`config.mk`:
```
export PLATFORM = sky130hd
export DESIGN_NAME = rs_entry
export DESIGN_NICKNAME = d
export VERILOG_FILES = /design/src/rtl/rs_core_pkg.sv /design/src/rtl/rs_fsm_pkg.sv /design/src/rtl/rs_entry.sv
export VERILOG_INCLUDE_DIRS = /design/src /design/src/rtl
export SDC_FILE = /design/constraint.sdc
export NUM_CORES = 1
export LEC_CHECK = 0
export BUFFER_PORTS_ARGS = -buffer_cell sky130_fd_sc_hd__buf_2
export CAP_MARGIN = 20
export CELL_PAD_IN_SITES_DETAIL_PLACEMENT = 0
export CELL_PAD_IN_SITES_GLOBAL_PLACEMENT = 1
export CORE_ASPECT_RATIO = 1.1
export CORE_MARGIN = 4
export CORE_UTILIZATION = 37
export CTS_BUF_LIST = sky130_fd_sc_hd__clkbuf_4
export CTS_CLUSTER_SIZE = 40
export DETAILED_ROUTE_END_ITERATION = 8
export GPL_ROUTABILITY_DRIVEN = 0
export PLACE_DENSITY = 0.87
export REMOVE_ABC_BUFFERS = 1
export SLEW_MARGIN = 5
export SYNTH_ARGS = -nofsm -noshare
export SYNTH_HDL_FRONTEND = slang
export SYNTH_SLANG_ARGS = --single-unit
```
`constraint.sdc`:
```
create_clock -name clk_i -period 4.8 [get_ports clk_i]
set_clock_uncertainty 0.05 [all_clocks]
set_input_delay 0.72 -clock clk_i [delete_from_list [all_inputs] [get_ports clk_i]]
set_output_delay 0.72 -clock clk_i [all_outputs]
set_load 0.02 [all_outputs]
```
`src/rtl/arith_rs_defines.svh`:
```
// ----------------------------------------------------------
// Reservation station sizing macros
// Datapath, ROB tag and control widths, slot count
// ----------------------------------------------------------

`ifndef ARITH_RS_DEFINES_SVH
`define ARITH_RS_DEFINES_SVH

// Datapath
`define RS_XLEN         32  // Operand and result word
`define RS_ROB_IDX_LEN  4   // ROB tag
`define RS_EU_CTL_LEN   4   // Execution unit opcode field

// Station geometry, depth is a power of two
`define RS_DEPTH        4
`define RS_IDX_LEN      2

`endif

```
`src/rtl/rs_core_pkg.sv`:
```
// ----------------------------------------------------------
// Datapath types of the reservation station
// ----------------------------------------------------------

`include "arith_rs_defines.svh"

package rs_core_pkg;

    // Operand and result word
    typedef logic [`RS_XLEN-1:0] xlen_t;

    // ROB entry index used as a producer tag
    typedef logic [`RS_ROB_IDX_LEN-1:0] rob_idx_t;

    // Execution unit opcodes, carried through the station untouched
    typedef enum logic [`RS_EU_CTL_LEN-1:0] {
        EU_ADD = 'd0,
        EU_SUB = 'd1,
        EU_XOR = 'd2,
        EU_AND = 'd3
    } eu_ctl_t;

endpackage

```
`src/rtl/rs_fsm_pkg.sv`:
```
// ----------------------------------------------------------
// Slot state machine encodings
// ----------------------------------------------------------

package rs_fsm_pkg;

    // Slot state
    typedef enum logic [2:0] {
        RS_S_EMPTY        = 3'd0,
        RS_S_RS12_PENDING = 3'd1,  // Both operands waiting
        RS_S_RS1_PENDING  = 3'd2,
        RS_S_RS2_PENDING  = 3'd3,
        RS_S_EX_REQ       = 3'd4,  // Requesting the execution unit
        RS_S_EX_WAIT      = 3'd5,  // Dispatched, result outstanding
        RS_S_COMPLETED    = 3'd6   // Result waiting for the CDB
    } rs_state_t;

    // Register update performed by a slot in the current cycle
    typedef enum logic [3:0] {
        RS_OP_NONE        = 4'd0,
        RS_OP_INSERT      = 4'd1,
        RS_OP_INSERT_RS1  = 4'd2,  // Insert, rs1 taken from result bus
        RS_OP_INSERT_RS2  = 4'd3,  // Insert, rs2 taken from result bus
        RS_OP_INSERT_RS12 = 4'd4,
        RS_OP_SAVE_RS1    = 4'd5,
        RS_OP_SAVE_RS2    = 4'd6,
        RS_OP_SAVE_RS12   = 4'd7,
        RS_OP_SAVE_RES    = 4'd8
    } rs_op_t;

endpackage

```
`src/rtl/rs_entry.sv`:
```
// ----------------------------------------------------------
// Reservation station slot
// State machine, operand wakeup and result storage
// ----------------------------------------------------------

`timescale 1ns/1ps

module rs_entry (
    input  logic                  clk_i,
    input  logic                  rst_n_i,
    input  logic                  flush_i,

    // Strobes from the slot selectors
    input  logic                  insert_i,
    input  logic                  dispatch_i,
    input  logic                  remove_i,

    // Issue stage
    input  rs_core_pkg::eu_ctl_t  issue_eu_ctl_i,
    input  logic                  issue_rs1_ready_i,
    input  rs_core_pkg::rob_idx_t issue_rs1_tag_i,
    input  rs_core_pkg::xlen_t    issue_rs1_value_i,
    input  logic                  issue_rs2_ready_i,
    input  rs_core_pkg::rob_idx_t issue_rs2_tag_i,
    input  rs_core_pkg::xlen_t    issue_rs2_value_i,
    input  rs_core_pkg::rob_idx_t issue_dest_tag_i,

    // Execution unit result bus
    input  logic                  eu_valid_i,
    input  rs_core_pkg::rob_idx_t eu_rob_idx_i,
    input  rs_core_pkg::xlen_t    eu_result_i,

    // Common data bus
    input  logic                  cdb_valid_i,
    input  rs_core_pkg::rob_idx_t cdb_rob_idx_i,
    input  rs_core_pkg::xlen_t    cdb_value_i,

    // Slot contents
    output rs_fsm_pkg::rs_state_t state_o,
    output rs_core_pkg::eu_ctl_t  eu_ctl_o,
    output rs_core_pkg::xlen_t    rs1_value_o,
    output rs_core_pkg::xlen_t    rs2_value_o,
    output rs_core_pkg::rob_idx_t dest_tag_o,
    output rs_core_pkg::xlen_t    result_o
);
    import rs_core_pkg::*;
    import rs_fsm_pkg::*;

    rs_state_t state_q;
    rs_state_t state_d;
    rs_op_t    op;

    eu_ctl_t   eu_ctl_q;
    rob_idx_t  rs1_tag_q;
    xlen_t     rs1_value_q;
    rob_idx_t  rs2_tag_q;
    xlen_t     rs2_value_q;
    rob_idx_t  dest_tag_q;
    xlen_t     result_q;

    // ----------------------------------------------------------
    // Tag matching
    // ----------------------------------------------------------

    logic ins_fwd_rs1;
    logic ins_fwd_rs2;
    logic fwd_rs1_eu;
    logic fwd_rs2_eu;
    logic fwd_rs1;
    logic fwd_rs2;
    logic res_match;

    assign ins_fwd_rs1 = eu_valid_i && (eu_rob_idx_i == issue_rs1_tag_i);
    assign ins_fwd_rs2 = eu_valid_i && (eu_rob_idx_i == issue_rs2_tag_i);
    assign fwd_rs1_eu  = eu_valid_i && (eu_rob_idx_i == rs1_tag_q);
    assign fwd_rs2_eu  = eu_valid_i && (eu_rob_idx_i == rs2_tag_q);
    assign fwd_rs1     = fwd_rs1_eu || (cdb_valid_i && (cdb_rob_idx_i == rs1_tag_q));
    assign fwd_rs2     = fwd_rs2_eu || (cdb_valid_i && (cdb_rob_idx_i == rs2_tag_q));
    assign res_match   = eu_valid_i && (eu_rob_idx_i == dest_tag_q);

    // ----------------------------------------------------------
    // Next state and register operation
    // ----------------------------------------------------------

    // Mealy so that bus values are captured in the cycle they appear
    always_comb begin : p_next_state
        state_d = state_q;
        op      = RS_OP_NONE;
        case (state_q)
            RS_S_EMPTY: begin
                if (insert_i) begin
                    op      = RS_OP_INSERT;
                    state_d = RS_S_EX_REQ;
                    if (!issue_rs1_ready_i && !issue_rs2_ready_i) begin
                        if (ins_fwd_rs1 && ins_fwd_rs2) begin
                            op = RS_OP_INSERT_RS12;
                        end else if (ins_fwd_rs1) begin
                            op      = RS_OP_INSERT_RS1;
                            state_d = RS_S_RS2_PENDING;
                        end else if (ins_fwd_rs2) begin
                            op      = RS_OP_INSERT_RS2;
                            state_d = RS_S_RS1_PENDING;
                        end else begin
                            state_d = RS_S_RS12_PENDING;
                        end
                    end else if (!issue_rs1_ready_i) begin
                        if (ins_fwd_rs1) op = RS_OP_INSERT_RS1;
                        else state_d = RS_S_RS1_PENDING;
                    end else if (!issue_rs2_ready_i) begin
                        if (ins_fwd_rs2) op = RS_OP_INSERT_RS2;
                        else state_d = RS_S_RS2_PENDING;
                    end
                end
            end
            RS_S_RS12_PENDING: begin
                if (fwd_rs1 && fwd_rs2) begin
                    op      = RS_OP_SAVE_RS12;
                    state_d = RS_S_EX_REQ;
                end else if (fwd_rs1) begin
                    op      = RS_OP_SAVE_RS1;
                    state_d = RS_S_RS2_PENDING;
                end else if (fwd_rs2) begin
                    op      = RS_OP_SAVE_RS2;
                    state_d = RS_S_RS1_PENDING;
                end
            end
            RS_S_RS1_PENDING: begin
                if (fwd_rs1) begin
                    op      = RS_OP_SAVE_RS1;
                    state_d = RS_S_EX_REQ;
                end
            end
            RS_S_RS2_PENDING: begin
                if (fwd_rs2) begin
                    op      = RS_OP_SAVE_RS2;
                    state_d = RS_S_EX_REQ;
                end
            end
            RS_S_EX_REQ: if (dispatch_i) state_d = RS_S_EX_WAIT;
            RS_S_EX_WAIT: begin
                if (res_match) begin
                    op      = RS_OP_SAVE_RES;
                    state_d = RS_S_COMPLETED;
                end
            end
            RS_S_COMPLETED: if (remove_i) state_d = RS_S_EMPTY;
            default: state_d = RS_S_EMPTY;  // Unused encoding
        endcase
    end

    always_ff @(posedge clk_i or negedge rst_n_i) begin : p_state
        if (!rst_n_i) begin
            state_q <= RS_S_EMPTY;
        end else if (flush_i) begin
            state_q <= RS_S_EMPTY;
        end else begin
            state_q <= state_d;
        end
    end

    // ----------------------------------------------------------
    // Slot fields
    // ----------------------------------------------------------

    always_ff @(posedge clk_i) begin : p_fields
        case (op)
            RS_OP_INSERT, RS_OP_INSERT_RS1, RS_OP_INSERT_RS2, RS_OP_INSERT_RS12: begin
                eu_ctl_q    <= issue_eu_ctl_i;
                rs1_tag_q   <= issue_rs1_tag_i;
                rs2_tag_q   <= issue_rs2_tag_i;
                dest_tag_q  <= issue_dest_tag_i;
                rs1_value_q <= (op == RS_OP_INSERT_RS1 || op == RS_OP_INSERT_RS12) ?
                               eu_result_i : issue_rs1_value_i;
                rs2_value_q <= (op == RS_OP_INSERT_RS2 || op == RS_OP_INSERT_RS12) ?
                               eu_result_i : issue_rs2_value_i;
            end
            // Result bus has priority over the CDB
            RS_OP_SAVE_RS1: rs1_value_q <= fwd_rs1_eu ? eu_result_i : cdb_value_i;
            RS_OP_SAVE_RS2: rs2_value_q <= fwd_rs2_eu ? eu_result_i : cdb_value_i;
            RS_OP_SAVE_RS12: begin
                rs1_value_q <= fwd_rs1_eu ? eu_result_i : cdb_value_i;
                rs2_value_q <= fwd_rs2_eu ? eu_result_i : cdb_value_i;
            end
            RS_OP_SAVE_RES: result_q <= eu_result_i;
            default: ;
        endcase
    end

    assign state_o     = state_q;
    assign eu_ctl_o    = eu_ctl_q;
    assign rs1_value_o = rs1_value_q;
    assign rs2_value_o = rs2_value_q;
    assign dest_tag_o  = dest_tag_q;
    assign result_o    = result_q;

endmodule

```
# ---- Word level (Yosys, flattened, before mapping)
# Index checks and enable logic that the tools add are counted.
dict set report word_totals {
  mem_count 0
  romBits 0
  mem_bits_rw 0
  latchBits 0
  reg_bits 115
  out_inout_bits 107
  word_cells 98
}
dict set report op_classes {
  n_reduce_logical 23
  n_lt_le_gt_ge 0
  div_mod_pow 0
  n_mul 0
  n_shift 0
  n_bitwise 0
  addsub 0
  muxes 39
  n_eq_ne 28
}
# cell n
set ops {}
lappend ops {{32-bit two-way mux} 4}
lappend ops {{32-bit one-hot mux with 2 select lines} 2}
lappend ops {{3-bit two-way mux} 21}
lappend ops {{4-bit equality test} 7}
lappend ops {{3-bit one-hot mux with 7 select lines} 1}
lappend ops {{4-bit two-way mux} 5}
lappend ops {{4-bit one-hot mux with 5 select lines} 1}
lappend ops {{3-bit inequality test, second input constant} 6}
lappend ops {{4-bit by 3-bit equality test with 1-bit output, second input constant} 4}
lappend ops {{1-bit logical AND} 10}
lappend ops {{2-bit two-way mux} 5}
lappend ops {{3-bit equality test, second input constant} 3}
lappend ops {{4-bit by 2-bit equality test with 1-bit output, second input constant} 2}
lappend ops {{7-bit AND reduction} 1}
lappend ops {{3-bit by 2-bit equality test with 1-bit output, second input constant} 2}
lappend ops {{5-bit inequality test, second input constant} 1}
lappend ops {{4-bit by 1-bit equality test with 1-bit output, second input constant} 1}
lappend ops {{4-bit equality test, second input constant} 1}
lappend ops {{1-bit logical OR} 4}
lappend ops {{2-bit nonzero test} 2}
lappend ops {{2-bit OR reduction} 2}
lappend ops {{4-bit OR reduction} 1}
lappend ops {{3-bit by 1-bit equality test with 1-bit output, second input constant} 1}
lappend ops {{3-bit zero test} 1}
lappend ops {{1-bit zero test} 2}

# ---- Logic depth before layout (Yosys ltp)
dict set report logic_depth {
  ltp_word 12
  depth_mapped 13
  ltp_nobuf 11
}

# ---- Least setup slack after synthesis
# No wires, ideal clock.
dict set report synth_timing {
  path_kind {in2reg}
  startpoint {input eu_rob_idx_i[1]}
  endpoint {register rs2_value_q[0] (netlist: rs2_value_o[0]) (enable)}
  setup_ns 0.466
  required_time_ns 4.284
  path_buffers 1
  stages 11
  path_slack_ns -0.164
  arrival_ns 4.449
  cell_sequence {buf_2 -> xnor2_1 -> nand3_1 -> or2_2 -> inv_1 -> ha_1 -> nand2_1 -> o21ai_0 -> o21ai_0 -> and2_1 -> o21ai_0}
}
dict set report synth_between {
  elab_chain_cells 11
}
# element line_no
set synth_lines {}
lappend synth_lines {{start: declaration} rs_entry.sv:30} ;# input rs_core_pkg::rob_idx_t eu_rob_idx_i,
lappend synth_lines {{4-bit equality test} rs_entry.sv:74} ;# assign ins_fwd_rs2 = eu_valid_i && (eu_rob_idx_i == issue_rs2_tag_i);
lappend synth_lines {{1-bit logical AND} rs_entry.sv:74}
lappend synth_lines {{2-bit two-way mux} {rs_entry.sv:100, rs_entry.sv:110}}
lappend synth_lines {{4-bit two-way mux or 2-bit two-way mux (tied branches)} {rs_entry.sv:109, rs_entry.sv:97}}
lappend synth_lines {{4-bit two-way mux or 3-bit two-way mux (tied branches)} {rs_entry.sv:106, rs_entry.sv:95}}
lappend synth_lines {{4-bit two-way mux} rs_entry.sv:94} ;# if (!issue_rs1_ready_i && !issue_rs2_ready_i) begin
lappend synth_lines {{4-bit two-way mux} rs_entry.sv:91} ;# if (insert_i) begin
lappend synth_lines {{4-bit one-hot mux with 5 select lines *} rs_entry.sv:89} ;# case (state_q)
lappend synth_lines {{4-bit by 2-bit equality test with 1-bit output (tied with other cells)} rs_entry.sv:166} ;# case (op)
lappend synth_lines {{4-bit OR reduction or 2-bit OR reduction (tied branches)} -}
lappend synth_lines {{2-bit nonzero test (no source line) *} -}
lappend synth_lines {{end signal: assignment} rs_entry.sv:174} ;# rs2_value_q <= (op == RS_OP_INSERT_RS2 || op == RS_OP_INSERT_RS12) ?
lappend synth_lines {{end signal: assignment} rs_entry.sv:179} ;# RS_OP_SAVE_RS2: rs2_value_q <= fwd_rs2_eu ? eu_result_i : cdb_value_i;
lappend synth_lines {{end signal: assignment} rs_entry.sv:182} ;# rs2_value_q <= fwd_rs2_eu ? eu_result_i : cdb_value_i;
lappend synth_lines {{end: declaration} rs_entry.sv:57} ;# xlen_t rs2_value_q;
# Every way passes the cells marked *; elsewhere a longest branch is shown, timed or not.
# A chain may end at the register's enable or synchronous reset.

# ---- Worst setup path after layout
dict set report layout_timing {
  startpoint {input eu_rob_idx_i[2]}
  endpoint {register rs1_value_q[24] (netlist: rs1_value_o[24]), data pin}
}
dict set report layout_between {
  elab_chain_cells 12
}
# element line_no
set layout_lines {}
lappend layout_lines {{4-bit equality test} rs_entry.sv:74}
lappend layout_lines {{1-bit logical AND} rs_entry.sv:74}
lappend layout_lines {{2-bit two-way mux} {rs_entry.sv:100, rs_entry.sv:110}}
lappend layout_lines {{4-bit two-way mux or 2-bit two-way mux (tied branches)} {rs_entry.sv:109, rs_entry.sv:97}}
lappend layout_lines {{4-bit two-way mux or 3-bit two-way mux (tied branches)} {rs_entry.sv:106, rs_entry.sv:95}}
lappend layout_lines {{4-bit two-way mux} rs_entry.sv:94}
lappend layout_lines {{4-bit two-way mux} rs_entry.sv:91}
lappend layout_lines {{4-bit one-hot mux with 5 select lines} rs_entry.sv:89}
lappend layout_lines {{4-bit by 2-bit equality test with 1-bit output or 4-bit by 3-bit equality test with 1-bit output (tied branches)} {rs_entry.sv:166, rs_entry.sv:172}}
lappend layout_lines {{1-bit logical OR} rs_entry.sv:172} ;# rs1_value_q <= (op == RS_OP_INSERT_RS1 || op == RS_OP_INSERT_RS12) ?
lappend layout_lines {{32-bit two-way mux} rs_entry.sv:172}
lappend layout_lines {{32-bit one-hot mux with 2 select lines *} rs_entry.sv:166}
lappend layout_lines {{end signal: assignment} rs_entry.sv:172}
lappend layout_lines {{end signal: assignment} rs_entry.sv:178} ;# RS_OP_SAVE_RS1: rs1_value_q <= fwd_rs1_eu ? eu_result_i : cdb_value_i;
lappend layout_lines {{end signal: assignment} rs_entry.sv:181} ;# rs1_value_q <= fwd_rs1_eu ? eu_result_i : cdb_value_i;
lappend layout_lines {{end: declaration} rs_entry.sv:55} ;# xlen_t rs1_value_q;
# Marks and branches as above.

==> run summary <==
largest family of logic cells by synthesized area = compound AO/OA/AOI/OAI gates
min cycle time layout = 3.38 ns
first-pass GRT wire length = 27600 um
synth warn = 0
largest net degree at the start of global routing = 33
vias in the first global route = 5055
crit path capture type = flip-flop
WL final = 18600 um
max-capacitance violation count = 0
number of enable flip-flop cells after synthesis = 112
H-tree Lvls = 4
std cell rows = 48
Final nets = 903
most frequent cells in the layout = 268 x buf_2, 112 x edfxtp_1, 70 x inv_1, 43 x nor2_1, 34 x and2_1
# fillers = 1452
die width = 129 um
die height = 141 um
pwr dens = 450 nW/um^2
count of different cell masters after synthesis = 54
WHS = 0.317 ns
Placeable Area = 15700 sq um
DRC Markers = 0
power share of the clock group = 19.6%
FMAX = 296 MHz
Net Sw Power = 1310 uW
Synth Area in Simple Gates = 10.7%
Mapped Cells = 471
Power, Total = 3480 uW
post-synthesis sequential area ratio = 58.2%
Async SR Flop Fraction = 2.61%
RSZ-0062 raised after global routing = false
Critical Path AT = 3.58 ns
hpwl dp = 14000 um
worst-path maximum fanout = 17
Compound-Gate Fraction of Synth Area = 18.2%
DRC marker count from the first detailed-route iteration = 246
# IOs = 269
Initial Utilization = 37.7%
via count = 4834
Synth Flop Type = edfxtp_1
Synth Register Bits = 115
Port Buf Inserts = 268
multiplexer share of the synthesized area = 0.847%
Die ar. = 18100 sq um
kind of critical path = in2reg
Req. time, crit path = 5.01 ns
Worst Hold Class = in2reg
Sinks on Clock Net = 115
combinational share of power = 35.7%
Reg clk slew, reported paths = 0.10 ns
final core occ = 49.3%
status = completed
# placed instances = 919
post-synthesis instance area = 5910 sq um
final std cells w/o fill = 950
CTS max path bufs = 2
Layout area overhead = 30.8%
Synth Area in Adders = 0.423%
vias per cell = 5.09
GRT Overall Usage = 20.1%
Detailed Routing Iterations Pass 1 = 4
Slew headroom = 27.0%
Avg WL per Cell = 19.6 um
post-cts resize count = 0
Synth Area in XOR/XNOR = 4.30%
Lkg Pwr = 0.00336 uW
CTS Buf Count = 17
post-route ant nets = 0
Finished Cell Area = 7730 sq um
worst vdd ir = 279 uV
fin crit share = 70.4%
grt total ovfl = 0
sequential power share = 44.8%
final setup vio count = 0
crit path launch type = input pin
Sw Share = 37.6%
commonest non-fill, non-tap cell in the layout = buf_2
post-synthesis average cell area = 12.6 sq um
Pins Over Slew Limit = 0
Final Hold Fails = 0
layout cell share with drive strength beyond 1 = 46.7%
CTS root buf = clkbuf_4
dpl cell area = 7470 sq um
ANT cells = 0
worst-margin pin slew = 1.09 ns
antenna violations before repair = 4
internal power = 2170 uW
CTS tree = yes
Clock Latency Late Sink = 0.53 ns
path summary, 6_finish.rpt:
check | from | endpoint | slack (ns) | cells after the start
min | issue_eu_ctl_i[3] | eu_ctl_o[3] | 0.32 | 1
max in group asynchronous | rst_n_i | state_o[1] | 4.15 | 2
max | eu_rob_idx_i[2] | rs1_value_o[24] | 1.42 | 13
min reg2reg | state_o[0] | state_o[0] | 0.73 | 2
min in group asynchronous | rst_n_i | state_o[0] | 0.45 | 2
max reg2reg | rs2_tag_q[0] | rs2_value_o[16] | 1.66 | 7
what timing repair did:
action	in CTS	in global routing
endpoints found under the setup margin	0	0
setup buffers	0	0
hold buffers	1	0
hold endpoints to repair	3	0
worst max-delay path, stage by stage:
cell      delay [ns]
buf_2           0.15
xnor2_1         0.27
nand2_1         0.10
or2_2           0.31
inv_1           0.07
ha_1            0.23
nand2_1         0.06
o21ai_0         0.09
nor2_1          0.21
mux2i_1         0.19
a21oi_4         0.61
buf_4           0.44
a221oi_2        0.12
area by class of cell:
class / instances / area (sq um) / area share (%)
Clock buffer: 18 / 135 / 1.75
Tap cell: 200 / 250 / 3.24
Clock inverter: 12 / 118 / 1.52
Multi-Input combinational cell: 258 / 2100 / 27.1
Inverter: 70 / 263 / 3.40
Timing Repair Buffer: 277 / 1430 / 18.5
Sequential cell: 115 / 3440 / 44.5
logic make-up after synthesis:
logic type / after synthesis
adders and majority gates: 2
muxes: 5
buffers and inverters: 98
and+or+nand+nor: 124
AOI/OAI and AO/OA: 98
xor gates and xnor gates: 29
DFF: 115
cell usage after synthesis, types with 2 or more instances:
cell	number	share of area, %
nand4_1	3	0.32
xor2_1	7	1.0
a211oi_2	2	0.42
nor2b_1	2	0.21
a221oi_2	30	7.6
mux2i_1	5	0.85
nand2_1	15	0.95
o21ai_0	5	0.42
nor2_1	44	2.8
clkbuf_1	8	0.51
a221oi_1	2	0.30
inv_1	70	4.4
edfxtp_1	112	57
buf_4	3	0.38
nand2b_1	2	0.21
dfrtp_1	3	1.3
nand3_1	11	0.93
buf_2	10	0.85
nand4b_1	2	0.30
nor3_1	3	0.25
a2bb2oi_1	2	0.30
and2_1	34	3.6
buf_6	6	1.1
a21oi_1	6	0.51
a221o_1	32	5.4
a21oi_2	2	0.30
xnor2_1	22	3.3
ha_1	2	0.42
layer usage:
metal,track usage (%),routed length (um)
met2,34.0,9030
met3,8.79,2140
met5,0,54
met4,5.91,325
met1,23.1,7060
state kept, by name, indices dropped and copies added (netlist names):
register	count
dest_tag_o	4
eu_ctl_o	4
result_o	32
rs1_tag_q	4
rs1_value_o	32
rs2_tag_q	4
rs2_value_o	32
state_o	3
power by group through the flow:
stage	clock network (uW)	registers, uW	logic, uW
3_3_place_gp	0	1580	1220
5_1_grt	751	1580	1330
3_5_place_dp	0	1580	1250
2_1_floorplan	0	1870	441
6_report	681	1560	1240
4_1_cts	697	1560	1260
per-stage QoR:
stage | setup TNS, ns | setup WS (ns)
after floorplan | -3.14 | -0.209
final | 0 | 1.42
after CTS | 0 | 1.46
after detailed placement | 0 | 0.851
after global placement | 0 | 0.928
after global routing | 0 | 1.26
No activity file was read; power rests on OpenSTA's default activity.
